==> src/source/cpc_boot_pkg.sv <==
// Download index values follow the host menu order and the boot space is one 8 MB bank
package cpc_boot_pkg;

	parameter int BOOT_ADDR_W = 23;
	parameter int PAGE_W      = 9;

	typedef logic [BOOT_ADDR_W-1:0] boot_addr_t; // Bit 22 picks the high ROM half
	typedef logic [PAGE_W-1:0]      rom_page_t;  // Half bit on top of an 8 bit page

	typedef enum logic [1:0] {DL_NONE, DL_ROM, DL_EXT} dl_kind_e;
	typedef enum logic [1:0] {REGION_OS, REGION_BASIC, REGION_AMSDOS, REGION_MF2} rom_region_e;

	localparam logic [7:0] IDX_ROM = 8'd0;
	localparam logic [7:0] IDX_EXT = 8'd3;

	// Page bases of the system ROM regions
	localparam rom_page_t PAGE_OS        = 9'h000;
	localparam rom_page_t PAGE_BASIC     = 9'h100;
	localparam rom_page_t PAGE_AMSDOS    = 9'h107;
	localparam rom_page_t PAGE_MF2       = 9'h0FF;
	localparam rom_page_t PAGE_MALFORMED = 9'h1EE; // Unused page for bad extensions
	localparam rom_page_t PAGE_COMBO_END = 9'h1FF;

	typedef struct packed {
		logic        wr;
		logic        download;
		logic [7:0]  index;
		logic [24:0] addr;
		logic [7:0]  dout;
		logic [15:0] file_ext; // Two ASCII characters
	} ioctl_t;

	typedef struct packed {
		logic       wr;
		boot_addr_t addr;
		logic [1:0] bank;
		logic [7:0] dout;
	} boot_wr_t;

	function automatic dl_kind_e dl_kind(input ioctl_t io);
		dl_kind_e kind;
		kind = DL_NONE;
		if (io.download && io.index == IDX_ROM)
			kind = DL_ROM;
		else if (io.download && io.index == IDX_EXT)
			kind = DL_EXT;
		return kind;
	endfunction

endpackage

==> src/source/page_config.sv <==
// Extension must be upper case hex ASCII and is decoded only on the edge a download starts
`timescale 1ns/10ps

module page_config import cpc_boot_pkg::*; (
	input  logic      clk_sys,
	input  logic      reset,
	input  logic      cpc664,
	input  ioctl_t    ioctl,
	input  logic      combo_done,
	output rom_page_t page,
	output logic      combo_active,
	output logic      model
);

	logic     old_download;
	logic     ext_start;
	logic [4:0] digit_hi; // Valid flag over nibble
	logic [4:0] digit_lo;

	// Hex character to nibble
	function automatic logic [4:0] hex_digit(input logic [7:0] c);
		logic [4:0] res;
		res = '0;
		if (c >= "0" && c <= "9")
			res = {1'b1, c[3:0]};
		else if (c >= "A" && c <= "F")
			res = {1'b1, c[3:0] + 4'd9};
		return res;
	endfunction

	assign digit_hi  = hex_digit(ioctl.file_ext[15:8]);
	assign digit_lo  = hex_digit(ioctl.file_ext[7:0]);
	assign ext_start = ~old_download & ioctl.download & (dl_kind(ioctl) == DL_EXT);

	always_ff @(posedge clk_sys) begin
		if (reset) begin
			old_download <= 1'b0;
			page         <= '0;
			combo_active <= 1'b0;
			model        <= cpc664; // Tracks the setting for as long as reset is held
		end else begin
			old_download <= ioctl.download;
			if (combo_done) begin
				page         <= PAGE_COMBO_END;
				combo_active <= 1'b0;
			end
			if (ext_start) begin
				page         <= PAGE_MALFORMED;
				combo_active <= 1'b0;
				if (digit_hi[4]) page[7:4] <= digit_hi[3:0];
				if (digit_lo[4]) page[3:0] <= digit_lo[3:0];
				if (ioctl.file_ext == "ZZ")
					page <= '0;
				if (ioctl.file_ext == "Z0") begin
					page         <= '0;
					combo_active <= 1'b1; // Runs on into page 1FF
				end
			end
		end
	end

endmodule

==> config.mk <==
export PLATFORM = sky130hd
export DESIGN_NAME = page_config
export DESIGN_NICKNAME = d
export VERILOG_FILES = /design/src/source/cpc_boot_pkg.sv /design/src/source/page_config.sv
export SDC_FILE = /design/constraint.sdc
export NUM_CORES = 1
export LEC_CHECK = 0
export BUFFER_PORTS_ARGS = -buffer_cell sky130_fd_sc_hd__buf_2
export CAP_MARGIN = 20
export CORE_ASPECT_RATIO = 0.7
export CORE_MARGIN = 5
export CORE_UTILIZATION = 35
export DETAILED_ROUTE_END_ITERATION = 12
export PLACE_DENSITY_LB_ADDON = 0.3
export SLEW_MARGIN = 5
export SYNTH_ARGS = -nofsm -noshare
export SYNTH_HDL_FRONTEND = slang
export SYNTH_SLANG_ARGS = --single-unit
==> constraint.sdc <==
create_clock -name clk_sys -period 1.4 [get_ports clk_sys]
set_clock_uncertainty 0.05 [all_clocks]
set_input_delay 0.07 -clock clk_sys [delete_from_list [all_inputs] [get_ports clk_sys]]
set_output_delay 0.07 -clock clk_sys [all_outputs]
set_load 0.005 [all_outputs]
==> metrics.md <==
| Metric | Value |
|---|---|
| Dpl ws | -0.153 ns |
| Max frequency | 0.753 GHz |
| Avg WL per Cell | 14.2 um |
| Num Clock Sinks | 12 |
| Layout cell share with drive strength beyond 1 | 0.443 |
| Final hold viol count | 0 |
| Crit-path cells | buf_2 -> inv_1 -> ha_2 -> inv_1 -> o311ai_2 -> a31oi_2 -> a221o_1 -> a211oi_2 |
| Worst reg-to-reg setup slack | 0.08 ns |
| Vias after detailed routing | 994 |
| Critical path endpoint category | register |
| DRC | 0 |
| CTS tree | done |
| Tmin final | 1.33 ns |
| Delay-heaviest family, CP | compound AO/OA/AOI/OAI gates |
| Synth Cell Area | 928 um^2 |
| Static Leak | 0.627 nW |
| Seq/Total Area, Yosys | 0.270 |
| Clk pwr share | 0.388 |
| Worst Setup Slack, final | 0.0717 ns |
| Final Setup Violations | 0 |
| Status | finished clean |
| Largest cells by area after synthesis | dfxtp_1 (24%), ha_1 (13%), a21oi_1 (3.2%) |
| CTS clk-pin slew, worst paths | 0.05 ns |
| Switching Fraction | 0.247 |
| Largest fanout on the critical path | 4 |
| Commonest register cell after synthesis | dfxtp_1 |
| CTS max path bufs | 2 |
| Met3 GRT Util | 0.0569 |
| Commonest non-fill, non-tap cell in the layout | buf_2 |
| Final period util | 0.949 |
| Grt ovf | 0 |
| Ant. Diodes | 0 |
| Sequential power share | 0.393 |
| Layout Cells excl Fill | 192 |
| Vias per Instance | 5.18 |
| Post-Route WL | 2.73 mm |
| Commonest cells after routing, fill and taps aside | buf_2 (39), buf_4 (15), dfxtp_1 (11), ha_1 (9) |
| Vias in the first global route | 991 |
| Synth top area share | 0.237 |
| Std-Cell Rows | 15 |
| Worst Hold Depth | 2 |
| DIE HEIGHT | 53.1 um |
| FF-to-FF Start | old_download |
| Least-Margin Pin Slew | 0.298 ns |
| Detailed Routing Iterations Pass 1 | 4 |
| Met1 Track Usage GR | 0.182 |
| # IOs | 74 |
| Setup CP Type | primary input to register |
| Max_slew headroom | 0.800 |
| Area grow syn2layout | 45.1% |
| Max-slew violation count | 0 |
| CP arrival | 1.45 ns |
| First-pass GRT wire length | 4.27 mm |
| Cell depth of the worst flop-to-flop path | 5 |
| Initial antenna violation count | 0 |
| Critical path's slowest cell | a221o_1 |
| Net Sw Power | 0.239 mW |
| #FFs+latches synth | 12 |
| Setup TNS | 0 ns |
| Worst stage delay on the critical path | 0.32 ns |
| Iteration-0 DRC Markers | 33 |
| Tot GR Track Use | 0.145 |
| Initial Utilization | 0.372 |
| Core region area | 2500 um^2 |
| Most frequent CP cell | inv_1 |
| H-tree depth | 1 |
| Root Driver | clkbuf_8 |
| WP buf/inv | 3 |
| Hold endpoint | old_download |
| Die Width | 71.6 um |
| WP data required | 1.52 ns |
| Comb power frac | 0.219 |
| Power per cell area | 719 nW/um^2 |
| Die ar. | 3800 um^2 |
| RR Endpoint | page[4] |
| Synth Warn # | 0 |
| Placed cells | 186 |
| Syn nets | 175 |
| Routability cong. | 0.835 |
| Clock Latency Late Sink | 0.24 ns |
| Yosys top cell by area | dfxtp_1 |
| Post-Syn Area per Cell | 9.10 um^2 |
| EDFF count, synth | 1 |
| Pin count of the biggest net entering global routing | 15 |
| Async set-reset flop share out of synthesis | 0 |
| Maximum VDD drop | 0.447 mV |
| Final net count | 232 |
| Global Route met2 Usage | 0.220 |
| Worst Hold Launch | ioctl[57] |
| Gr busiest metal | met2 |
| Power Total | 0.968 mW |
| Max Cap Violations | 0 |
| HPWL Detailed | 2.15 mm |
| Netlist cell types | 45 |
| CTS buffer count | 3 |
| Synthesized netlist cell count | 102 |
| Kind of start point of the critical path | primary input |
| Int Pwr | 0.729 mW |
| Hold Path Class | primary input to register |
| Port bufs | 39 |
| ANT nets after route | 0 |
==> power by group through the flow <==
stage	logic [mW]	clock network, mW	registers [mW]
3_3_place_gp	0.200	0	0.386
6_report	0.212	0.376	0.380
2_1_floorplan	0.0862	0	0.389
3_5_place_dp	0.207	0	0.386
5_1_grt	0.235	0.409	0.382
4_1_cts	0.210	0.389	0.380
==> sequential cells by signal (all words and copies together) (netlist names) <==
signal and cells:
combo_active 1, model 1, old_download 1, page 9
==> worst max path at each step <==
stage | startpoint | to | cells after the start
6_report | ioctl[9] | page[5] | 8
5_1_grt | ioctl[9] | page[5] | 8
4_1_cts | old_download | combo_active | 4
3_5_place_dp | ioctl[9] | page[5] | 8
3_3_place_gp | ioctl[9] | page[5] | 8
2_1_floorplan | ioctl[9] | page[5] | 7
==> cells in the mapped netlist, types with 3 or more instances <==
master,count
nor3_1,6
nand3_1,3
dfxtp_1,11
ha_1,10
nand4_1,3
a211oi_1,3
inv_1,7
nor2_1,7
o21ai_0,3
o311a_1,3
a21oi_1,6
==> kinds of logic after synthesis <==
family,after synthesis,share of synthesized area
muxes,1,0.0108
and+or+nand+nor,36,0.255
buffers and inverters,11,0.0579
AOI/OAI and AO/OA,32,0.272
DFF,12,0.270
adders and majority gates,10,0.135
==> repair_timing <==
action | CTS | global route
gates resized for setup | 0 | 3
buffers inserted | 0 | 1
endpoints found under the hold margin | 1 | 0
hold buffers | 1 | 0
endpoints found under the setup margin | 0 | 2
==> cell type report <==
| class | instances | area [um^2] |
|---|---|---|
| tap | 34 | 42.5 |
| fill | 251 | 1150 |
| sequential | 12 | 250 |
| inverter | 7 | 26.3 |
| timing repair buffer | 56 | 338 |
| clock buffer | 4 | 55.1 |
| multi-input combinational | 79 | 636 |
==> through the flow <==
step            util  hold WS, ns  area (um^2)
2_1_floorplan      -        0.119          928
3_3_place_gp   0.506        0.197         1260
3_5_place_dp   0.506        0.198         1260
4_1_cts        0.532      0.00691         1330
5_1_grt        0.540       0.0334         1350
6_report       0.540       0.0213         1350
==> per-layer routing <==
layer / part of all wire / wire length [um]
met3: 0.065 / 178
met4: 0.012 / 32
met2: 0.46 / 1270
met5: 0 / 0
met1: 0.46 / 1250
==> worst reg2reg max path: stages (launching register included) <==
cell and delay, ns:
dfxtp_1 0.32, nor2b_2 0.13, nand4_1 0.19, buf_4 0.20, a211oi_1 0.22, nor3_1 0.09
Power figures use the tool's default switching activity.
