$ cat config.mk
export PLATFORM = sky130hd
export DESIGN_NAME = mf2_control
export DESIGN_NICKNAME = d
export VERILOG_FILES = /design/src/source/mf2_pkg.sv /design/src/source/mf2_control.sv
export SDC_FILE = /design/constraint.sdc
export NUM_CORES = 1
export LEC_CHECK = 0
export ABC_CLOCK_PERIOD_IN_PS = 1310
export BUFFER_PORTS_ARGS = -buffer_cell sky130_fd_sc_hd__buf_4
export CAP_MARGIN = 15
export CORE_AREA = 2 2 40 42
export CTS_CLUSTER_SIZE = 24
export DETAILED_ROUTE_END_ITERATION = 16
export DIE_AREA = 0 0 42 44
export GPL_TIMING_DRIVEN = 1
export PLACE_DENSITY = 0.75
export SLEW_MARGIN = 20
export SYNTH_ARGS = -nofsm -noshare
export SYNTH_HDL_FRONTEND = slang
export SYNTH_SLANG_ARGS = --single-unit
$ cat constraint.sdc
create_clock -name clk_sys -period 1.31 [get_ports clk_sys]
set_clock_uncertainty 0.05 [all_clocks]
set_input_delay 0 -clock clk_sys [delete_from_list [all_inputs] [get_ports clk_sys]]
set_output_delay 0 -clock clk_sys [all_outputs]
set_load 0.005 [all_outputs]
$ cat src/source/mf2_pkg.sv
// Store addresses match the Multiface Two firmware layout of its 8 KB RAM
package mf2_pkg;

	parameter int MF2_RAM_WORDS = 8192;
	parameter int MF2_ADDR_W    = 13;

	typedef struct packed {
		logic [15:0] addr;
		logic [7:0]  dout;
		logic        m1;
		logic        io_wr;
		logic        mem_wr;
		logic        mem_rd;
	} cpu_bus_t;

	typedef enum logic [1:0] {MF2_ENABLED = 2'd0, MF2_HIDDEN = 2'd1, MF2_DISABLED = 2'd2} mf2_mode_e;

	typedef enum logic [3:0] {
		PORT_PEN, PORT_COLOUR, PORT_MODE, PORT_BANK, PORT_CRTC_SEL,
		PORT_CRTC_VAL, PORT_PPI, PORT_UPPER_ROM, PORT_NONE
	} mf2_port_e;

	////////////////////
	// CPU side decode
	localparam logic [15:0] MF2_PORT_ON  = 16'hFEE8; // FEEA turns it off
	localparam logic [15:0] NMI_ENTRY    = 16'h0066;
	localparam logic [15:0] NMI_HIDE     = 16'h0065;
	localparam logic [2:0]  WIN_ROM      = 3'b000; // 0000 to 1FFF
	localparam logic [2:0]  WIN_RAM      = 3'b001; // 2000 to 3FFF

	////////////////////
	// Shadow store locations
	localparam logic [MF2_ADDR_W-1:0] ST_PEN_INDEX = 13'h1FCF;
	localparam logic [MF2_ADDR_W-1:0] ST_PEN_BASE  = 13'h1F90;
	localparam logic [MF2_ADDR_W-1:0] ST_BORDER    = 13'h1FDF;
	localparam logic [MF2_ADDR_W-1:0] ST_MODE      = 13'h1FEF;
	localparam logic [MF2_ADDR_W-1:0] ST_BANK      = 13'h1FFF;
	localparam logic [MF2_ADDR_W-1:0] ST_CRTC_SEL  = 13'h1CFF;
	localparam logic [MF2_ADDR_W-1:0] ST_CRTC_BASE = 13'h1DB0;
	localparam logic [MF2_ADDR_W-1:0] ST_PPI       = 13'h17FF;
	localparam logic [MF2_ADDR_W-1:0] ST_UPPER_ROM = 13'h1AAC;

endpackage

$ cat src/source/mf2_control.sv
// All bus strobes are level inputs and only their rising edges act on the paging state
`timescale 1ns/10ps

module mf2_control import mf2_pkg::*; (
	input  logic      clk_sys,
	input  logic      reset,
	input  cpu_bus_t  bus,
	input  logic      key_nmi,
	input  mf2_mode_e mf2_mode,
	output logic      mf2_nmi,
	output logic      mf2_en,
	output logic      rom_en,
	output logic      ram_en,
	output logic      shadow_wr
);

	logic old_key_nmi;
	logic old_m1;
	logic old_io_wr;
	logic hidden;
	logic key_rise;
	logic m1_rise;
	logic io_rise;
	logic port_hit;  // FEE8 or FEEA
	logic disabled;

	assign key_rise = key_nmi & ~old_key_nmi;
	assign m1_rise  = bus.m1 & ~old_m1;
	assign io_rise  = bus.io_wr & ~old_io_wr;
	assign port_hit = bus.addr[15:2] == MF2_PORT_ON[15:2];
	assign disabled = mf2_mode == MF2_DISABLED;

	assign shadow_wr = io_rise & ~port_hit;
	assign rom_en    = mf2_en & (bus.addr[15:13] == WIN_ROM);
	assign ram_en    = mf2_en & (bus.addr[15:13] == WIN_RAM);

	always_ff @(posedge clk_sys) begin
		if (reset) begin
			old_key_nmi <= 1'b0;
			old_m1      <= 1'b0;
			old_io_wr   <= 1'b0;
			mf2_nmi     <= 1'b0;
			mf2_en      <= 1'b0;
			hidden      <= mf2_mode != MF2_ENABLED;
		end else begin
			old_key_nmi <= key_nmi;
			old_m1      <= bus.m1;
			old_io_wr   <= bus.io_wr;
			if (key_rise && !mf2_en && !disabled)
				mf2_nmi <= 1'b1;
			if (m1_rise && mf2_nmi && bus.addr == NMI_ENTRY) begin // NMI vector fetch
				mf2_en  <= 1'b1;
				hidden  <= 1'b0;
				mf2_nmi <= 1'b0;
			end
			if (m1_rise && mf2_en && bus.addr == NMI_HIDE)
				hidden <= 1'b1;
			if (io_rise && port_hit)
				mf2_en <= ~bus.addr[1] & ~hidden & ~disabled; // FEEA pages out
		end
	end

endmodule

==> impl_metrics.csv, run 1 <==
group,metric,value,unit
placement,place_inst,80,
critical_path,crit_arrival,1.14,ns
yosys,synth-seq-area-share,32.2,%
yosys,synth_nets,70,
sta,maxClockFrequency,0.812,GHz
hold_path,hold_path_class,"primary input to flop",
power_and_ir_drop,static-leakage-power,0.271,nW
grt,antenna_found_initial,0,
detailed_routing,first_iter_violations,15,
grt,global_route.overflow_total,0,
sta,timing.slew.headroom,81.0,%
floorplanning,initial_core_util,28.5,%
sta,fin_crit,1.23,ns
clocking,cts_made_buffers,3,
cells_and_area,ff_latch_area,130,um^2
sta,totalNegativeSetupSlack,0,ns
detailed_routing,detailroute.via_count,442,
clocking,clockRootBuffer,"sky130_fd_sc_hd__clkbuf_4",
detailed_routing,detail_route.first_pass.iterations,4,
placement,buffer_ports.inserted,27,
yosys,synthMostInstantiatedCell,"sky130_fd_sc_hd__dfxtp_1",
hold_path,worst_hold_path.endpoint,"hidden",
critical_path,reg2reg_setup_slack,0.08,ns
critical_path,timing_worst_setup_path_type,"flop to flop",
critical_path,cp_cell_sequence,"nor4b_2 > nand4b_1 > o21bai_1",
yosys,ys_ff_latch,6,
job,cap_violations,0,
grt,grt_use_total,13.2,%
floorplanning,placement_rows,14,
detailed_routing,detail_route.wirelength,1080,um
clocking,ctsLongestPathBuffers,2,
power_and_ir_drop,power_per_cell_area,738,mW/mm^2
detailed_routing,postRouteAntennaNets,0,
placement,dp.final_hpwl,880,um
critical_path,r2r-end,"hidden",
yosys,synth_cell_area,404,um^2
yosys,post_synth_num_cell_types,24,
cells_and_area,antennaDiodeCount,0,
clocking,clock-sinks,6,
sta,hold_violations,0,
sta,final.period_utilization,94.0,%
cells_and_area,fillCellCount,134,
sta,maxSlewViolCount,0,
yosys,cell_taking_the_most_area_after_synthesis,"sky130_fd_sc_hd__dfxtp_1",
yosys,synth.avg_cell_area,10.9,um^2
yosys,top_post_synthesis_cells_by_count,"5 x sky130_fd_sc_hd__dfxtp_1, 4 x sky130_fd_sc_hd__nor2b_1, 3 x sky130_fd_sc_hd__nand4b_1",
yosys,async_reset_ff_share,0,%
grt,first_pass_grt_wire_length,1880,um
sta,setup_viol,0,
cells_and_area,net_count_final,106,
grt,grt_max_degree,9,
critical_path,reg2reg_from,"old_m1",
cells_and_area,multi_input_comb_area,274,um^2
floorplanning,core,0.00142,mm^2
critical_path,cpLargestDelayFamily,"simple AND/OR/NAND/NOR gates",
floorplanning,floorplan.die.height,44,um
yosys,synth-warning-count,0,
clocking,tritoncts,"done",
clocking,clk_pin_slew,0.05,ns
cells_and_area,final_cells,88,
sta,worst-slew-pin-transition,0.282,ns
sta,grt_setup_unrepaired,"yes",
detailed_routing,drc_errors,0,
critical_path,worst_ep_required_time,1.22,ns
grt,first_global_vias,447,
floorplanning,floorplan.die.width,42,um
cells_and_area,flow.area_growth_from_synthesis,71.5,%
hold_path,min_delay_path_depth,3,
clocking,clk-insertion-delay-late,0.25,ns
critical_path,cp_slowest_cell,"sky130_fd_sc_hd__dfxtp_1",
detailed_routing,avgViaCountPerCell,5.02,
critical_path,crit_path_max_incr_delay,0.30,ns
yosys,synthCells,37,
critical_path,setup.worst_path.end_class,"flop",
cells_and_area,drive_above_1_share,51.4,%
clocking,cts.htree.levels,1,
critical_path,worst-path-max-fanout,3,
clocking,postCtsResizedCells,0,
detailed_routing,post_dr_wirelength_cell,12.2,um
power_and_ir_drop,peakVddDrop,0.736,mV
yosys,postSynth.topFlopCell,"sky130_fd_sc_hd__dfxtp_1",
hold_path,holdCritStartpoint,"mf2_mode[1]",
critical_path,startpoint_type,"flop",
placement,gpl.final_weighted_congestion,0.713,
run_status,run_status,"finished clean",
yosys,netlist.area_leader.share,24.8,%
clocking,post_cts.repair.setup_buffers,0,
yosys,post_synth_edffs,1,
floorplanning,dieArea,0.00185,mm^2
floorplanning,ioPinCount,38,
yosys,synth_area_leaders,"sky130_fd_sc_hd__dfxtp_1 25%, sky130_fd_sc_hd__edfxtp_1 7.4%, sky130_fd_sc_hd__nor4b_2 7.4%",
critical_path,worst_reg2reg_path_depth,3,
critical_path,crit_buf_inv,0,
==> cell type report <==
class	count	area share, %
flip-flops and latches	6	18.8
multi-input cells	31	39.5
repair buffers	31	35.0
clock buffers	4	3.79
well taps	16	2.89
==> stage by stage <==
stage               power [mW]  hold WS (ns)  worst slack, ns  instance area (um^2)  utilization, %
finish                   0.512        0.0152           0.0780                   693            48.9
global route             0.551        0.0193         -0.00889                   693            48.9
global placement         0.317         0.170           0.0127                   627            44.2
detailed placement       0.320         0.177          -0.0191                   627            44.2
CTS                      0.517        0.0163           0.0513                   693            48.9
floorplan                0.238       -0.0166           0.0900                   404               -
==> cell usage in the layout, fill, tap and decap left out, drive strengths merged, types with 2 or more instances in the layout <==
cell | netlist | layout
a21oi | 2 | 2
buf | 0 | 27
clkbuf | 0 | 4
dfxtp | 5 | 5
dlygate4sd3 | 0 | 4
nand2 | 2 | 2
nand4b | 3 | 3
nor2b | 4 | 4
nor3 | 2 | 2
nor4 | 3 | 3
nor4b | 3 | 3
==> cells by family (layout without fill, tap and decap cells) <==
| kind of cell | Yosys count | after routing | share of synthesized area [%] |
|---|---|---|---|
| AO/OA/AOI/OAI | 7 | 7 | 13.6 |
| AND/OR/NAND/NOR | 24 | 24 | 54.2 |
| buffers and inverters | 0 | 35 | 0 |
| flip-flops | 6 | 6 | 32.2 |
==> sequential cells by signal, summed over array words and instances (netlist names) <==
register / count
hidden: 1
mf2_en: 1
mf2_nmi: 1
old_io_wr: 1
old_key_nmi: 1
old_m1: 1
==> worst min-delay path, stage by stage <==
cell                      delay, ns
sky130_fd_sc_hd__buf_4         0.08
sky130_fd_sc_hd__o21ai_0       0.08
sky130_fd_sc_hd__o41ai_2       0.05
==> report_power, final <==
| group | leakage, nW | internal, mW | switching (mW) |
|---|---|---|---|
| registers | 0.0511 | 0.198 | 0.00445 |
| clock network | 0.0150 | 0.116 | 0.0706 |
| logic | 0.205 | 0.0784 | 0.0442 |
==> what timing repair did <==
action | in CTS | in global routing
hold buffers | 4 | 0
setup endpoints to repair | 2 | 1
hold endpoints to repair | 4 | 0
pin swaps | 4 | 0
==> worst max path at each step <==
stage          depth (start not counted)  startpoint  slack, ns  endpoint
3_3_place_gp                           3      old_m1       0.01    hidden
2_1_floorplan                          3      old_m1       0.09    hidden
3_5_place_dp                           3      old_m1      -0.02    hidden
6_report                               3      old_m1       0.08    hidden
4_1_cts                                3      old_m1       0.05    hidden
5_1_grt                                3      old_m1     -0.009    hidden
==> routing by layer <==
layer  vias up  track usage, %  wire length [um]
met3         0            5.42                37
li1        221               -                 -
met4         0            2.58                 0
met2         7            25.0               624
met1       214            13.6               413
met5         -               0                 0
Note: power is estimated with default switching activity, not from simulation.
==> run 2, diff against run 1 <==
--- a/config.mk
+++ b/config.mk
@@ -5,15 +5,17 @@
 export SDC_FILE = /design/constraint.sdc
 export NUM_CORES = 1
 export LEC_CHECK = 0
+export ABC_AREA = 1
 export ABC_CLOCK_PERIOD_IN_PS = 1310
 export BUFFER_PORTS_ARGS = -buffer_cell sky130_fd_sc_hd__buf_4
-export CAP_MARGIN = 15
-export CORE_AREA = 2 2 40 42
+export CAP_MARGIN = 20
+export CORE_AREA = 2 2 41 43
 export CTS_CLUSTER_SIZE = 24
 export DETAILED_ROUTE_END_ITERATION = 16
-export DIE_AREA = 0 0 42 44
+export DIE_AREA = 0 0 43 45
 export GPL_TIMING_DRIVEN = 1
-export PLACE_DENSITY = 0.75
+export HOLD_SLACK_MARGIN = 0.05
+export PLACE_DENSITY = 0.77
 export SLEW_MARGIN = 20
 export SYNTH_ARGS = -nofsm -noshare
 export SYNTH_HDL_FRONTEND = slang
==> run 2 against run 1 <==
Against the previous run:
- die area rose by 4.7%
- via count rose by 30%
- non-clock buffer count rose by 1
- largest cell class unchanged
- critical endpoint is now old_m1
- register-to-register slack improved by 0.07 ns
- combinational power rose by 8%
- clock-buffer cell count did not move
- fmax rose by 1.2%
- highest routed layer is now met4
- clock power rose by 5%
- utilization rose by 3.4 points
- first-iteration DRC count fell by 33%
- sequential power barely moved
- synthesized area rose by 16%
==> impl_metrics.csv, run 2 <==
group,metric,value,unit
yosys,async_reset_ff_share,0,%
grt,first_pass_grt_wire_length,1930,um
yosys,post_synth_num_cell_types,14,
critical_path,crit_arrival,1.36,ns
yosys,synth.avg_cell_area,5.81,um^2
yosys,synth-warning-count,0,
power_and_ir_drop,netSwitchingFraction,26.4,%
yosys,ys_ff_latch,6,
yosys,synthMostInstantiatedCell,"sky130_fd_sc_hd__nor2_1",
clocking,clk-insertion-delay-late,0.25,ns
yosys,netlist.area_leader.share,21.3,%
sta,maxClockFrequency,0.822,GHz
floorplanning,initial_core_util,32.0,%
hold_path,hold_path_class,"primary input to flop",
cells_and_area,drive_above_1_share,34.2,%
floorplanning,ioPinCount,38,
power_and_ir_drop,power_per_cell_area,690,mW/mm^2
sta,setup_slack,0.0931,ns
critical_path,cp_cell_sequence,"dlygate4sd3_1 > buf_4 > nor2_1 > dlygate4sd3_1",
sta,totalNegativeSetupSlack,0,ns
critical_path,worst_ep_required_time,1.45,ns
sta,grt_setup_unrepaired,"no",
clocking,postCtsResizedCells,0,
cells_and_area,net_count_final,151,
job,cap_violations,0,
clocking,cts.htree.levels,1,
critical_path,cpLargestDelayFamily,"buffers and inverters",
critical_path,crit_buf_inv,3,
detailed_routing,detailroute.via_count,573,
critical_path,timing_worst_setup_path_type,"primary input to flop",
placement,buffer_ports.inserted,27,
detailed_routing,avgViaCountPerCell,4.31,
cells_and_area,layout_common_cells,"27 x sky130_fd_sc_hd__buf_4, 21 x sky130_fd_sc_hd__nor2_1, 20 x sky130_fd_sc_hd__nand2_1, 15 x sky130_fd_sc_hd__inv_1, 6 x sky130_fd_sc_hd__nor2_2",
detailed_routing,post_dr_wirelength_cell,9.09,um
floorplanning,dieArea,0.00194,mm^2
sta,maxSlewViolCount,0,
clocking,tritoncts,"done",
sta,timing.slew.headroom,87.5,%
power_and_ir_drop,static-leakage-power,0.392,nW
detailed_routing,detail_route.first_pass.iterations,6,
sta,setup_viol,0,
power_and_ir_drop,peakVddDrop,0.459,mV
placement,gpl.final_weighted_congestion,0.777,
run_status,run_status,"finished clean",
grt,global_route.overflow_total,0,
clocking,ctsLongestPathBuffers,2,
floorplanning,floorplan.die.height,45,um
critical_path,cp_slowest_cell,"sky130_fd_sc_hd__dlygate4sd3_1",
yosys,top_post_synthesis_cells_by_count,"21 x sky130_fd_sc_hd__nor2_1, 20 x sky130_fd_sc_hd__nand2_1, 15 x sky130_fd_sc_hd__inv_1",
yosys,synth-seq-area-share,27.7,%
sta,fin_crit,1.22,ns
cells_and_area,finish.utilization,52.3,%
detailed_routing,postRouteAntennaNets,0,
clocking,cts_made_buffers,3,
yosys,postSynth.topFlopCell,"sky130_fd_sc_hd__dfxtp_1",
power_and_ir_drop,p_int,0.391,mW
yosys,cell_taking_the_most_area_after_synthesis,"sky130_fd_sc_hd__dfxtp_1",
floorplanning,floorplan.die.width,43,um
placement,pre_cts_ws,0.163,ns
cells_and_area,layout.cells.most_common,"sky130_fd_sc_hd__buf_4",
power_and_ir_drop,power.share.sequential,38.2,%
sta,hold_violations,0,
power_and_ir_drop,net-switching-power,0.140,mW
cells_and_area,antennaDiodeCount,0,
placement,dp.final_hpwl,950,um
critical_path,cp_common_cell,"sky130_fd_sc_hd__dlygate4sd3_1",
critical_path,startpoint_type,"primary input",
power_and_ir_drop,clockPowerShare,36.8,%
sta,hold_slack,0.0598,ns
yosys,synthCells,81,
grt,grt_use_total,13.6,%
sta,worst-slew-pin-transition,0.188,ns
clocking,post_cts.repair.setup_buffers,0,
power_and_ir_drop,share_comb_of_total_power,25.0,%
detailed_routing,first_iter_violations,10,
yosys,synth_cell_area,470,um^2
clocking,postCtsHoldBufs,5,
grt,grt_max_degree,6,
floorplanning,placement_rows,14,
sta,final.period_utilization,92.9,%
clocking,clockRootBuffer,"sky130_fd_sc_hd__clkbuf_4",
clocking,clk_pin_slew,0.05,ns
critical_path,worst-path-max-fanout,4,
yosys,synth_nets,114,
yosys,synth_area_leaders,"sky130_fd_sc_hd__dfxtp_1 21%, sky130_fd_sc_hd__nor2_1 17%, sky130_fd_sc_hd__nand2_1 16%",
floorplanning,core,0.00147,mm^2
grt,antenna_found_initial,0,
grt,first_global_vias,539,
clocking,clock-sinks,6,
critical_path,crit_path_max_incr_delay,0.56,ns
detailed_routing,drc_errors,0,
cells_and_area,flow.area_growth_from_synthesis,63.6,%
yosys,post_synth_edffs,1,
critical_path,setup.worst_path.end_class,"flop",
detailed_routing,detail_route.wirelength,1210,um
==> run 2: cell types whose count changed after synthesis, sizes merged, moves of 4 or more <==
| cell | before | now |
|---|---|---|
| inv | 0 | 15 |
| nand2 | 2 | 21 |
| nor2b | 4 | 0 |
| nor2 | 1 | 27 |
| nand3 | 0 | 5 |
==> run 2: kinds of logic after synthesis <==
group	synth area share, %
AOI/OAI and AO/OA	2.13
DFF	27.7
buffers and inverters	12.0
and+or+nand+nor	58.2
==> run 2: area by class of cell <==
| cell class | count | area, um^2 |
|---|---|---|
| flip-flops and latches | 6 | 130 |
| multi-input cells | 60 | 284 |
| well taps | 16 | 20.0 |
| clock buffers | 4 | 26.3 |
| inverters | 15 | 56.3 |
| fillers | 168 | 702 |
| repair buffers | 32 | 253 |
==> run 2: worst register-to-register path, cell delays in order, from the launching register on <==
cell and delay (ns):
sky130_fd_sc_hd__dfxtp_1 0.41, sky130_fd_sc_hd__nand3b_1 0.10, sky130_fd_sc_hd__nor2_1 0.10, sky130_fd_sc_hd__nand3_1 0.10, sky130_fd_sc_hd__nand3_1 0.11
==> run 2: path summary, 6_finish.rpt <==
kind / startpoint / endpoint / slack, ns / cells past startpoint
max: reset / old_m1 / 0.09 / 4
min: mf2_mode[0] / hidden / 0.06 / 3
max reg2reg: mf2_en / hidden / 0.15 / 4
min reg2reg: mf2_nmi / mf2_nmi / 0.43 / 2
==> run 2: power by group through the flow <==
stage | registers, mW | clock network [mW] | logic (mW)
after detailed placement | 0.207 | 0 | 0.121
final | 0.203 | 0.196 | 0.133
after CTS | 0.204 | 0.193 | 0.133
after floorplan | 0.206 | 0 | 0.0462
after global placement | 0.206 | 0 | 0.118
after global routing | 0.204 | 0.204 | 0.148
==> run 2: metal layers <==
| layer | vias to the layer above | GRT usage [%] | wire (um) | part of all wire [%] |
|---|---|---|---|---|
| li1 | 315 | - | - | - |
| met1 | 238 | 12.3 | 448 | 37 |
| met2 | 18 | 28.8 | 676 | 56 |
| met3 | 2 | 1.60 | 73 | 6.0 |
| met4 | 0 | 7.27 | 11 | 0.91 |
| met5 | - | 0 | 0 | 0 |
==> run 2: per-stage QoR <==
step / std cells / total power [mW] / instance area (um^2)
2_1_floorplan: 81 / 0.252 / 470
3_3_place_gp: 124 / 0.324 / 693
5_1_grt: 133 / 0.555 / 769
6_report: 133 / 0.531 / 769
3_5_place_dp: 124 / 0.327 / 693
4_1_cts: 133 / 0.530 / 769
