--- src/source/cpc_boot_pkg.sv ---
// Download index values follow the host menu order and the boot space is one 8 MB bank
package cpc_boot_pkg;

	parameter int BOOT_ADDR_W = 23;
	parameter int PAGE_W      = 9;

	typedef logic [BOOT_ADDR_W-1:0] boot_addr_t; // Bit 22 picks the high ROM half
	typedef logic [PAGE_W-1:0]      rom_page_t;  // Half bit on top of an 8 bit page

	typedef enum logic [1:0] {DL_NONE, DL_ROM, DL_EXT} dl_kind_e;
	typedef enum logic [1:0] {REGION_OS, REGION_BASIC, REGION_AMSDOS, REGION_MF2} rom_region_e;

	localparam logic [7:0] IDX_ROM = 8'd0;
	localparam logic [7:0] IDX_EXT = 8'd3;

	// Page bases of the system ROM regions
	localparam rom_page_t PAGE_OS        = 9'h000;
	localparam rom_page_t PAGE_BASIC     = 9'h100;
	localparam rom_page_t PAGE_AMSDOS    = 9'h107;
	localparam rom_page_t PAGE_MF2       = 9'h0FF;
	localparam rom_page_t PAGE_MALFORMED = 9'h1EE; // Unused page for bad extensions
	localparam rom_page_t PAGE_COMBO_END = 9'h1FF;

	typedef struct packed {
		logic        wr;
		logic        download;
		logic [7:0]  index;
		logic [24:0] addr;
		logic [7:0]  dout;
		logic [15:0] file_ext; // Two ASCII characters
	} ioctl_t;

	typedef struct packed {
		logic       wr;
		boot_addr_t addr;
		logic [1:0] bank;
		logic [7:0] dout;
	} boot_wr_t;

	function automatic dl_kind_e dl_kind(input ioctl_t io);
		dl_kind_e kind;
		kind = DL_NONE;
		if (io.download && io.index == IDX_ROM)
			kind = DL_ROM;
		else if (io.download && io.index == IDX_EXT)
			kind = DL_EXT;
		return kind;
	endfunction

endpackage

--- src/source/rom_loader.sv ---
// Boot writes are combinational from ioctl and ROM download blocks past 7 are dropped
`timescale 1ns/10ps

module rom_loader import cpc_boot_pkg::*; #(
	parameter int ROM_MAP_PAGES = 256
) (
	input  logic                     clk_sys,
	input  logic                     reset,
	input  ioctl_t                   ioctl,
	input  rom_page_t                page,
	input  logic                     combo_active,
	input  logic                     model,
	output boot_wr_t                 boot,
	output logic [ROM_MAP_PAGES-1:0] rom_map,
	output logic                     combo_done
);

	localparam int MAP_IDX_W = $clog2(ROM_MAP_PAGES);

	dl_kind_e    kind;
	logic [10:0] block;       // 16 KB block of the download
	rom_region_e region;
	rom_page_t   region_page;
	logic        wr_ok;       // Address maps somewhere valid
	logic        old_wr;
	logic        wr_done;

	assign kind   = dl_kind(ioctl);
	assign block  = ioctl.addr[24:14];
	assign region = rom_region_e'(block[1:0]);

	always_comb begin
		case (region)
			REGION_OS:     region_page = PAGE_OS;
			REGION_BASIC:  region_page = PAGE_BASIC;
			REGION_AMSDOS: region_page = PAGE_AMSDOS;
			default:       region_page = PAGE_MF2;
		endcase
	end

	////////////////////
	// Address and bank mapping
	// Low 4 MB holds OS, RAM pages and MF2 ROM, high 4 MB up to 256 ROM pages
	always_comb begin
		wr_ok             = 1'b0;
		boot.addr[13:0]   = ioctl.addr[13:0];
		boot.addr[22:14]  = '1;
		boot.bank         = 2'b00;
		boot.dout         = ioctl.dout;
		case (kind)
			DL_EXT: begin
				wr_ok             = 1'b1;
				boot.addr[22]     = page[8];
				boot.addr[21:14]  = page[7:0] + ioctl.addr[21:14];
				boot.bank         = {1'b0, model};
			end
			DL_ROM: begin
				if (block < 11'd8) begin
					wr_ok            = 1'b1;
					boot.addr[22:14] = region_page;
					boot.bank        = {1'b0, block[2]}; // Second set for the 664
				end
			end
			default: wr_ok = 1'b0;
		endcase
		boot.wr = wr_ok & ioctl.wr;
	end

	////////////////////
	// Completed writes
	assign wr_done    = wr_ok & old_wr & ~ioctl.wr;
	assign combo_done = wr_done & combo_active & (&boot.addr[13:0]); // Last byte of a page

	always_ff @(posedge clk_sys) begin
		if (reset) begin
			old_wr  <= 1'b0;
			rom_map <= '0;
		end else begin
			old_wr <= ioctl.wr;
			if (wr_done && boot.addr[22])
				rom_map[boot.addr[14 +: MAP_IDX_W]] <= 1'b1;
		end
	end

endmodule

--- config.mk ---
export PLATFORM = sky130hd
export DESIGN_NAME = rom_loader
export DESIGN_NICKNAME = d
export VERILOG_FILES = /design/src/source/cpc_boot_pkg.sv /design/src/source/rom_loader.sv
export SDC_FILE = /design/constraint.sdc
export NUM_CORES = 1
export LEC_CHECK = 0
export BUFFER_PORTS_ARGS = -buffer_cell sky130_fd_sc_hd__clkbuf_2
export CORE_AREA = 5 5 176 178
export DETAILED_ROUTE_END_ITERATION = 10
export DIE_AREA = 0 0 181 183
export GPL_ROUTABILITY_DRIVEN = 0
export PLACE_DENSITY_LB_ADDON = 0.3
export REMOVE_ABC_BUFFERS = 1
export SYNTH_ARGS = -nofsm -noshare
export SYNTH_HDL_FRONTEND = slang
export SYNTH_SLANG_ARGS = --single-unit
--- constraint.sdc ---
create_clock -name clk_sys -period 2.94 [get_ports clk_sys]
set_input_delay 0.294 -clock clk_sys [delete_from_list [all_inputs] [get_ports clk_sys]]
set_output_delay 0.294 -clock clk_sys [all_outputs]
set_load 0.05 [all_outputs]
==> results of run 1 <==
## stage by stage
step / utilization, % / TNS, ns / setup WS, ns / cells
final: 44.06 / 0 / 0.1956 / 1822
after global routing: 44.06 / 0 / 0.03131 / 1822
after CTS: 44.05 / 0 / 0.1297 / 1822
after detailed placement: 40.98 / -46.27 / -0.6078 / 1775
after global placement: 40.98 / -43.87 / -0.5625 / 1775
after floorplan: - / -26.72 / -0.4096 / 962
## synthesized netlist by cell type (4+ instances only)
master    instances
a211o_1           5
nand2b_1          6
and2_1            5
buf_4            27
nor3_1            6
nor2_1          223
o211ai_1          4
nor4_2            6
buf_2             9
nand2_1          15
clkbuf_1         56
and3_1            4
a21oi_1         200
xnor2_1           4
dfxtp_1         257
or4_1             6
o21ai_0           5
or3_1            12
nand4_1           6
nor3_2            4
inv_1            71
ha_1              9
o22ai_1          64
nand3_1          10
## power by group through the flow
| stage | Combinational [W] | Clock (W) | Sequential, W |
|---|---|---|---|
| finish | 0.000397 | 0.00337 | 0.00348 |
| detailed placement | 0.000396 | 0 | 0.00356 |
| floorplan | 0.000128 | 0 | 0.00356 |
| CTS | 0.000398 | 0.00346 | 0.00348 |
| global placement | 0.000392 | 0 | 0.00356 |
| global route | 0.000428 | 0.00360 | 0.00348 |
## area by class of cell
class | count | area (µm²) | share of cell area, %
flip-flops and latches | 257 | 5145 | 39.93
multi-input cells | 634 | 3461 | 26.86
repair buffers | 423 | 2634 | 20.44
clock buffers | 36 | 779.5 | 6.050
well taps | 390 | 488.0 | 3.787
inverters | 71 | 266.5 | 2.068
clock inverters | 11 | 111.4 | 0.8642
## worst paths after layout
check,slack [ns],startpoint,end
min,0.06,ioctl[58],old_wr$_SDFF_PP0_
max reg2reg,0.69,old_wr$_SDFF_PP0_,rom_map[245]$_SDFFE_PP0P_
min reg2reg,0.46,rom_map[168]$_SDFFE_PP0P_,rom_map[168]$_SDFFE_PP0P_
max,0.20,ioctl[38],boot[31]
## flip-flops by register name (all words and copies together) (netlist names)
signal / count
old_wr: 1
rom_map: 256
## placed cells by master, fill, tap and decap left out, drive strengths merged, types with 7 or more instances in the layout
cell type and n:
nand3 10, nor3 11, or4 7, buf 98
inv 72, a21oi 200, ha 9, clkinv 7
or3 12, nand2 15, nor4 8, clkbuf 361
dfxtp 257, o22ai 64, nor2 223
## layer usage
layer | part of all wire [%] | global-route usage (%) | up-vias
met1 | 43 | 24.13 | 3982
li1 | - | - | 4283
met4 | 2.9 | 5.314 | 0
met5 | 0 | 0 | -
met2 | 46 | 32.18 | 335
met3 | 8.6 | 6.029 | 48
## repair_timing
action,in CTS,in global routing
hold buffers,0,0
gates resized for setup,1,2
buffers inserted,0,0
setup endpoints to repair,4,2
## cell families (layout without fill, tap and decap cells)
logic type | Yosys count | in the layout
simple gates | 322 | 322
compound gates | 295 | 295
flops | 257 | 257
buf+inv | 163 | 541
fa+ha+maj | 10 | 10
xor+xnor | 6 | 6
other cells | 1 | 1
==> impl_metrics.py, run 1 <==
metrics = {
    "outcome": {
        "outcome": "complete, no violations",
    },
    "layout": {
        "area_growth_pct": 39.69,
        "design_area_mm2": 0.01288,
        "fillers": 2919,
        "drive_gt1_share_pct": 34.15,
        "antenna_cells": 0,
        "nets": 1496,
    },
    "setup_path": {
        "crit_buf_inv": 5,
        "end_kind": "output pin",
        "reg2regPathDepth": 8,
        "worstPathRequired_ns": 2.65,
        "path_max_fanout": 3,
        "worstSetupPathType": "in2out",
        "cpPeakStageDelay_ns": 0.45,
        "cp.arrival_ns": 2.45,
        "path_cells": "clkbuf_2, ha_1, buf_4, a211o_1, a41o_1, a2111oi_1, buf_4, nor2_1, buf_4, nand2_1, buf_12",
        "critPathTopFamily": "compound AO/OA/AOI/OAI gates",
        "crit_cells": 11,
        "start_kind": "input pin",
        "slowest_stage": "a2111oi_1",
        "crit_top_cell": "buf_4",
    },
    "global_route": {
        "grt_pass1_wl_mm": 50.60,
        "grt_max_degree": 125,
        "grtUsageTotal_pct": 19.22,
        "grt_pass1_vias": 8475,
        "grt_antenna_before_repair": 0,
        "grt-ovfl-total": 0,
    },
    "sta": {
        "slew_headroom_pct": 22.49,
        "tightest_slew_ns": 1.159,
        "finalMaxSlewViolations": 0,
        "finalCriticalPeriod_ns": 2.744,
        "period_share_pct": 93.35,
        "skew_ns": 0.008785,
        "hold_viol_final": 0,
        "fin_hold_ws_ns": 0.05528,
        "rsz0062_at_grt": "no",
        "fmax_mhz": 364.4,
        "setup_viol": 0,
    },
    "power": {
        "internal_power_w": 0.005578,
        "ir_drop_mv": 0.4401,
        "swShare_pct": 23.03,
        "p_seq_share_pct": 48.1,
        "power.density_mw_per_mm2": 562.4,
        "p_total_w": 0.007247,
        "total_leakage_power_nw": 5.551,
        "p_sw_w": 0.001669,
        "combPwrFrac_pct": 5.5,
        "p_clk_share_pct": 46.5,
    },
    "yosys": {
        "synthAdderAreaFrac_pct": 1.438,
        "syn_area_mm2": 0.009224,
        "yosysTopAreaCell": "dfxtp_1",
        "synth.area.top_cells": "dfxtp_1 56%, a21oi_1 11%, nor2_1 9.1%",
        "synthFlopType": "dfxtp_1",
        "yosysSeqAreaShare_pct": 55.78,
        "synth_xor_area_share_pct": 0.5697,
        "syn_area_per_cell_um2": 8.751,
        "ys_async_sr_fraction_pct": 0,
        "synth_top_area_share_pct": 55.78,
        "synth.area.mux_share_pct": 0,
        "synth-compound-area-share_pct": 17.96,
        "ys_warn_count": 0,
        "yosys_register_bits": 257,
        "synth_cells": 1054,
        "synth_edf_count": 0,
        "synth.distinct_cells": 57,
        "synth-simple-area-share_pct": 16.36,
        "synth_top_family_by_area": "compound AO/OA/AOI/OAI gates",
    },
    "floorplanning": {
        "die_area_mm2": 0.03312,
        "rows": 63,
        "start_util_pct": 31.54,
        "core-area_mm2": 0.02924,
        "die_h_um": 183,
        "die_w_um": 181,
        "ioPinCount": 363,
    },
    "detailed_routing": {
        "drtIter0Drc": 449,
        "wl_per_cell_um": 18.53,
        "dr.pass1.iters": 5,
        "drt-total-wl_mm": 33.77,
        "antenna_left": 0,
        "drc": 0,
        "vias": 8648,
        "post_drt_via_cell_ratio": 4.746,
    },
    "clock_network": {
        "cts_buffer_depth": 3,
        "clock-sinks": 257,
        "root_buffer": "clkbuf_16",
        "path_clk_slew_ns": 0.06,
        "tritoncts": "built",
        "worstSkewPairLatency_ns": 0.55,
        "numCtsBuffers": 27,
        "htreeDepth": 1,
    },
    "placed_design": {
        "place_area_mm2": 0.01198,
        "dpl.hpwl_mm": 24.04,
        "portBuffers": 329,
    },
    "min_path": {
        "hold_class": "in2reg",
        "holdPathStages": 2,
    },
    "job": {
        "drv_cap": 0,
    },
}
No activity file was read; power rests on OpenSTA's default activity.
==> run 2, diff against run 1 <==
--- a/config.mk
+++ b/config.mk
@@ -5,12 +5,12 @@
 export SDC_FILE = /design/constraint.sdc
 export NUM_CORES = 1
 export LEC_CHECK = 0
+export ABC_AREA = 1
 export BUFFER_PORTS_ARGS = -buffer_cell sky130_fd_sc_hd__clkbuf_2
-export CORE_AREA = 5 5 176 178
+export CORE_AREA = 5 5 187 189
 export DETAILED_ROUTE_END_ITERATION = 10
-export DIE_AREA = 0 0 181 183
+export DIE_AREA = 0 0 192 194
 export GPL_ROUTABILITY_DRIVEN = 0
-export PLACE_DENSITY_LB_ADDON = 0.3
 export REMOVE_ABC_BUFFERS = 1
 export SYNTH_ARGS = -nofsm -noshare
 export SYNTH_HDL_FRONTEND = slang
==> impl_metrics.py, run 2 <==
metrics = {
    "detailed_routing": {
        "wl_per_cell_um": 15.53,
        "drc": 0,
        "vias": 8882,
        "drt-total-wl_mm": 32.52,
        "dr.pass1.iters": 4,
        "post_drt_via_cell_ratio": 4.242,
        "drtIter0Drc": 327,
        "antenna_left": 0,
    },
    "sta": {
        "fin_tns_setup_ns": 0,
        "setup_viol": 0,
        "rsz0062_at_grt": "no",
        "slew_headroom_pct": 40.21,
        "finalMaxSlewViolations": 0,
        "period_share_pct": 81.42,
        "skew_ns": 0.02291,
        "tightest_slew_ns": 0.8959,
        "finalCriticalPeriod_ns": 2.394,
        "hold_viol_final": 0,
        "setup_ws_ns": 0.5463,
        "fmax_mhz": 417.8,
    },
    "placed_design": {
        "dp_slack_ns": 0.1946,
        "dpl.hpwl_mm": 22.96,
        "portBuffers": 329,
        "dp.cells": 2041,
    },
    "yosys": {
        "yosys_register_bits": 257,
        "yosysTopAreaCell": "dfxtp_1",
        "synth_edf_count": 0,
        "synth_cells": 1329,
        "synth_common_cells": "303 x nand2_1, 289 x inv_1, 261 x a21oi_1",
        "yosysSeqAreaShare_pct": 49.58,
        "ys_async_sr_fraction_pct": 0,
        "synthFlopType": "dfxtp_1",
        "synth.area.top_cells": "dfxtp_1 50%, a21oi_1 13%, nand2_1 11%",
        "syn_area_mm2": 0.01038,
        "synth_top_area_share_pct": 49.58,
        "ys_warn_count": 0,
        "synth.distinct_cells": 34,
        "synth.most_common_cell": "nand2_1",
        "syn_area_per_cell_um2": 7.808,
    },
    "clock_network": {
        "htreeDepth": 1,
        "tritoncts": "built",
        "root_buffer": "clkbuf_16",
        "ctsResizeCount": 0,
        "cts_setup_buffers": 0,
        "cts_buffer_depth": 3,
        "worstSkewPairLatency_ns": 0.56,
        "path_clk_slew_ns": 0.06,
        "numCtsBuffers": 29,
        "postCtsHoldBufs": 1,
        "clock-sinks": 257,
    },
    "floorplanning": {
        "core-area_mm2": 0.03311,
        "ioPinCount": 363,
        "die_area_mm2": 0.03725,
        "start_util_pct": 31.34,
        "die_w_um": 192,
        "die_h_um": 194,
        "rows": 67,
    },
    "setup_path": {
        "worstSetupPathType": "in2out",
        "start_kind": "input pin",
        "rrSetupSlack_ns": 1.04,
        "path_max_fanout": 4,
        "end_kind": "output pin",
        "worstPathRequired_ns": 2.65,
        "cp.arrival_ns": 2.10,
    },
    "layout": {
        "reg_top3": "rom_map x256, old_wr x1",
        "fillers": 3418,
        "top_register": "rom_map",
        "finalNonFillerCells": 2094,
        "nets": 1707,
        "antenna_cells": 0,
        "largest_reg_flops": 256,
        "area_growth_pct": 28.39,
        "final_common_cell": "clkbuf_2",
        "final_cell_mix": "328 x clkbuf_2, 303 x nand2_1, 289 x inv_1, 261 x a21oi_1, 257 x dfxtp_1",
        "drive_gt1_share_pct": 28.25,
    },
    "outcome": {
        "outcome": "complete, no violations",
    },
    "job": {
        "drv_cap": 0,
    },
    "global_route": {
        "grt_max_degree": 103,
        "grt_pass1_wl_mm": 49.71,
        "grt-ovfl-total": 0,
        "grt_antenna_before_repair": 0,
        "grt_pass1_vias": 8652,
        "grtUsageTotal_pct": 16.69,
    },
    "power": {
        "ir_drop_mv": 0.4345,
        "power.density_mw_per_mm2": 558.4,
        "total_leakage_power_nw": 5.261,
    },
    "min_path": {
        "hold_class": "in2reg",
    },
}
-- run 2: changes by cell type after synthesis, sizes merged, moves of 8 or more --
cell / delta
inv: +220
clkbuf: -27
nand3: +16
nor2: -161
nand2: +304
o22ai: -64
a21oi: +61
nor4: -8
buf: +20
nor3: -10
or3: -12
-- run 2: metal layers --
| metal | global-route usage (%) | up-vias | wire (µm) |
|---|---|---|---|
| met4 | 5.600 | 0 | 1147 |
| li1 | - | 4577 | - |
| met5 | 0 | - | 0 |
| met2 | 27.49 | 255 | 15080 |
| met1 | 21.44 | 3995 | 14120 |
| met3 | 4.015 | 55 | 2174 |
-- run 2: final timing paths --
kind,startpoint,to,cells past startpoint
setup / recovery,ioctl[38],boot[30],12
hold / removal,reset,rom_map[196]$_SDFFE_PP0P_,2
setup reg to reg,old_wr$_SDFF_PP0_,rom_map[155]$_SDFFE_PP0P_,8
hold reg to reg,rom_map[14]$_SDFFE_PP0P_,rom_map[14]$_SDFFE_PP0P_,2
-- run 2: cell type report --
class,count,area [µm²],share of cell area (%)
flip-flops and latches,257,5145,38.62
multi-input cells,695,3580,26.87
repair buffers,350,1953,14.66
inverters,292,1101,8.265
clock buffers,44,842.1,6.321
well taps,448,560.5,4.208
clock inverters,8,140.1,1.052
-- run 2: per-stage QoR --
stage | util (%) | area [µm²] | hold WS, ns | power [W]
floorplan | - | 9826 | 0.3631 | 0.003645
global placement | 37.23 | 12330 | 0.4349 | 0.003808
detailed placement | 37.23 | 12330 | 0.4392 | 0.003812
CTS | 40.23 | 13320 | 0.2130 | 0.007535
global route | 40.23 | 13320 | 0.2698 | 0.007704
finish | 40.23 | 13320 | 0.2200 | 0.007439
-- run 2: logic make-up after synthesis --
kind of cell / share of synthesized area (%)
simple gates: 20.35
fa+ha+maj: 1.278
other cells: 0.03614
flops: 49.58
compound gates: 12.66
buf+inv: 15.92
xor+xnor: 0.1688
-- run 2: where the power goes --
part	internal, W	leakage, nW	switching (W)	total [W]
clock	0.00224	0.476	0.00146	0.00370
combinational	0.0000731	2.72	0.000179	0.000252
sequential	0.00348	2.07	0.000000230	0.00348
total	0.00580	5.26	0.00164	0.00744
-- run 2: critical path, stage by stage --
cell	delay (ns)
clkbuf_2	0.10
ha_1	0.18
inv_1	0.06
fa_1	0.40
inv_1	0.07
nand2_1	0.05
nand2_1	0.10
nand3b_1	0.10
nand3_1	0.12
nand3_2	0.17
nand2_1	0.14
clkbuf_2	0.30
==> run 3, diff against run 2 <==
==> constraint.sdc (replaced) <==
create_clock -name clk_sys -period 2.15 [get_ports clk_sys]
set_input_delay 0.215 -clock clk_sys [delete_from_list [all_inputs] [get_ports clk_sys]]
set_output_delay 0.215 -clock clk_sys [all_outputs]
set_load 0.05 [all_outputs]
==> impl_metrics.py, run 3 (same netlist as run 2, synthesis figures left out) <==
metrics = {
    "outcome": {
        "outcome": "complete, no violations",
    },
    "layout": {
        "fillers": 3330,
        "drive_gt1_share_pct": 30.68,
        "final_common_cell": "clkbuf_2",
        "area_growth_pct": 34.80,
        "nets": 1756,
        "final_cell_mix": "325 x clkbuf_2, 301 x nand2_1, 289 x inv_1, 261 x a21oi_1, 257 x dfxtp_1",
        "top_register": "rom_map",
        "antenna_cells": 0,
        "finalNonFillerCells": 2143,
        "largest_reg_flops": 256,
        "reg_top3": "rom_map x256, old_wr x1",
        "finish.utilization_pct": 42.24,
    },
    "detailed_routing": {
        "wl_per_cell_um": 15.17,
        "drtIter0Drc": 327,
        "antenna_left": 0,
        "drt-total-wl_mm": 32.51,
        "post_drt_via_cell_ratio": 4.227,
        "dr.pass1.iters": 4,
        "vias": 9059,
        "drc": 0,
    },
    "sta": {
        "tightest_slew_ns": 0.5527,
        "fin_hold_ws_ns": 0.2010,
        "hold_viol_final": 0,
        "setup_viol": 0,
        "fmax_mhz": 487.8,
        "period_share_pct": 95.35,
        "finalCriticalPeriod_ns": 2.050,
        "setup_ws_ns": 0.09999,
        "rsz0062_at_grt": "no",
        "skew_ns": 0.02296,
        "finalMaxSlewViolations": 0,
        "slew_headroom_pct": 63.15,
    },
    "setup_path": {
        "worstSetupPathType": "in2out",
        "reg2regPathDepth": 9,
        "crit_buf_inv": 5,
        "cpPeakStageDelay_ns": 0.34,
        "end_kind": "output pin",
        "path_max_fanout": 4,
        "crit_cells": 10,
        "crit_top_cell": "buf_4",
        "start_kind": "input pin",
        "rrSetupSlack_ns": 0.63,
        "critPathTopFamily": "buffers and inverters",
        "worstPathRequired_ns": 1.93,
        "cp.arrival_ns": 1.84,
        "slowest_stage": "fa_2",
        "path_cells": "clkbuf_2, ha_1, inv_1, fa_2, buf_4, xnor2_1, nand2_2, nand3_4, buf_4, buf_2",
    },
    "placed_design": {
        "portBuffers": 329,
        "dp.cells": 2090,
        "dpl.hpwl_mm": 23.36,
        "dp_slack_ns": -0.3098,
    },
    "global_route": {
        "grt_antenna_before_repair": 0,
        "grt_pass1_wl_mm": 49.78,
        "grt_max_degree": 71,
        "grtUsageTotal_pct": 16.68,
        "grt_pass1_vias": 8897,
        "grt-ovfl-total": 0,
    },
    "clock_network": {
        "htreeDepth": 1,
        "numCtsBuffers": 28,
        "path_clk_slew_ns": 0.06,
        "clock-sinks": 257,
        "worstSkewPairLatency_ns": 0.55,
        "root_buffer": "clkbuf_16",
        "cts_buffer_depth": 3,
        "tritoncts": "built",
    },
    "floorplanning": {
        "ioPinCount": 363,
        "core-area_mm2": 0.03311,
        "die_w_um": 192,
        "rows": 67,
        "start_util_pct": 31.34,
        "die_area_mm2": 0.03725,
        "die_h_um": 194,
    },
    "min_path": {
        "holdPathStages": 2,
        "hold_class": "in2reg",
    },
    "power": {
        "total_leakage_power_nw": 5.566,
        "ir_drop_mv": 0.5289,
        "power.density_mw_per_mm2": 708.3,
    },
    "job": {
        "drv_cap": 0,
    },
}
run 3: path summary, 6_finish.rpt:
check / from / end
worst max-delay path: ioctl[38] / boot[26]
worst min-delay path: reset / rom_map[228]$_SDFFE_PP0P_
worst max register to register: old_wr$_SDFF_PP0_ / rom_map[213]$_SDFFE_PP0P_
worst min register to register: rom_map[131]$_SDFFE_PP0P_ / rom_map[131]$_SDFFE_PP0P_
run 3: where the power goes:
| group | internal (W) | switching [W] |
|---|---|---|
| sequential | 0.00476 | 0.000000354 |
| clock | 0.00280 | 0.00197 |
| combinational | 0.000120 | 0.000252 |
| total | 0.00768 | 0.00223 |
run 3: layout make-up:
type / count / area, µm² / share of cell area [%]
Timing Repair Buffer: 400 / 2659 / 19.01
Inverter: 292 / 1101 / 7.872
Clock inverter: 9 / 93.84 / 0.6709
Multi-Input combinational cell: 695 / 3595 / 25.70
Sequential cell: 257 / 5145 / 36.78
Clock buffer: 42 / 833.3 / 5.958
Tap cell: 448 / 560.5 / 4.008
run 3: routing by layer:
metal	GRT usage [%]	up-vias	routed length [µm]	part of all wire (%)
li1	-	4664	-	-
met1	21.51	4116	14360	44
met2	28.03	236	15220	47
met3	3.817	43	2039	6.3
met4	4.517	0	895	2.8
met5	0	-	0	0
run 3: timing repair:
action	4_1_cts	5_1_grt
resized for setup	0	7
hold buffers	1	0
buffers inserted	0	1
hold endpoints to repair	1	0
endpoints found under the setup margin	0	3
run 3: metrics by stage:
step	total power (W)	setup TNS, ns	instance area [µm²]
floorplan	0.004985	-40.13	9826
global placement	0.005232	-35.50	13030
detailed placement	0.005237	-53.40	13030
CTS	0.01003	0	13960
global route	0.01027	0	13990
finish	0.009906	0	13990
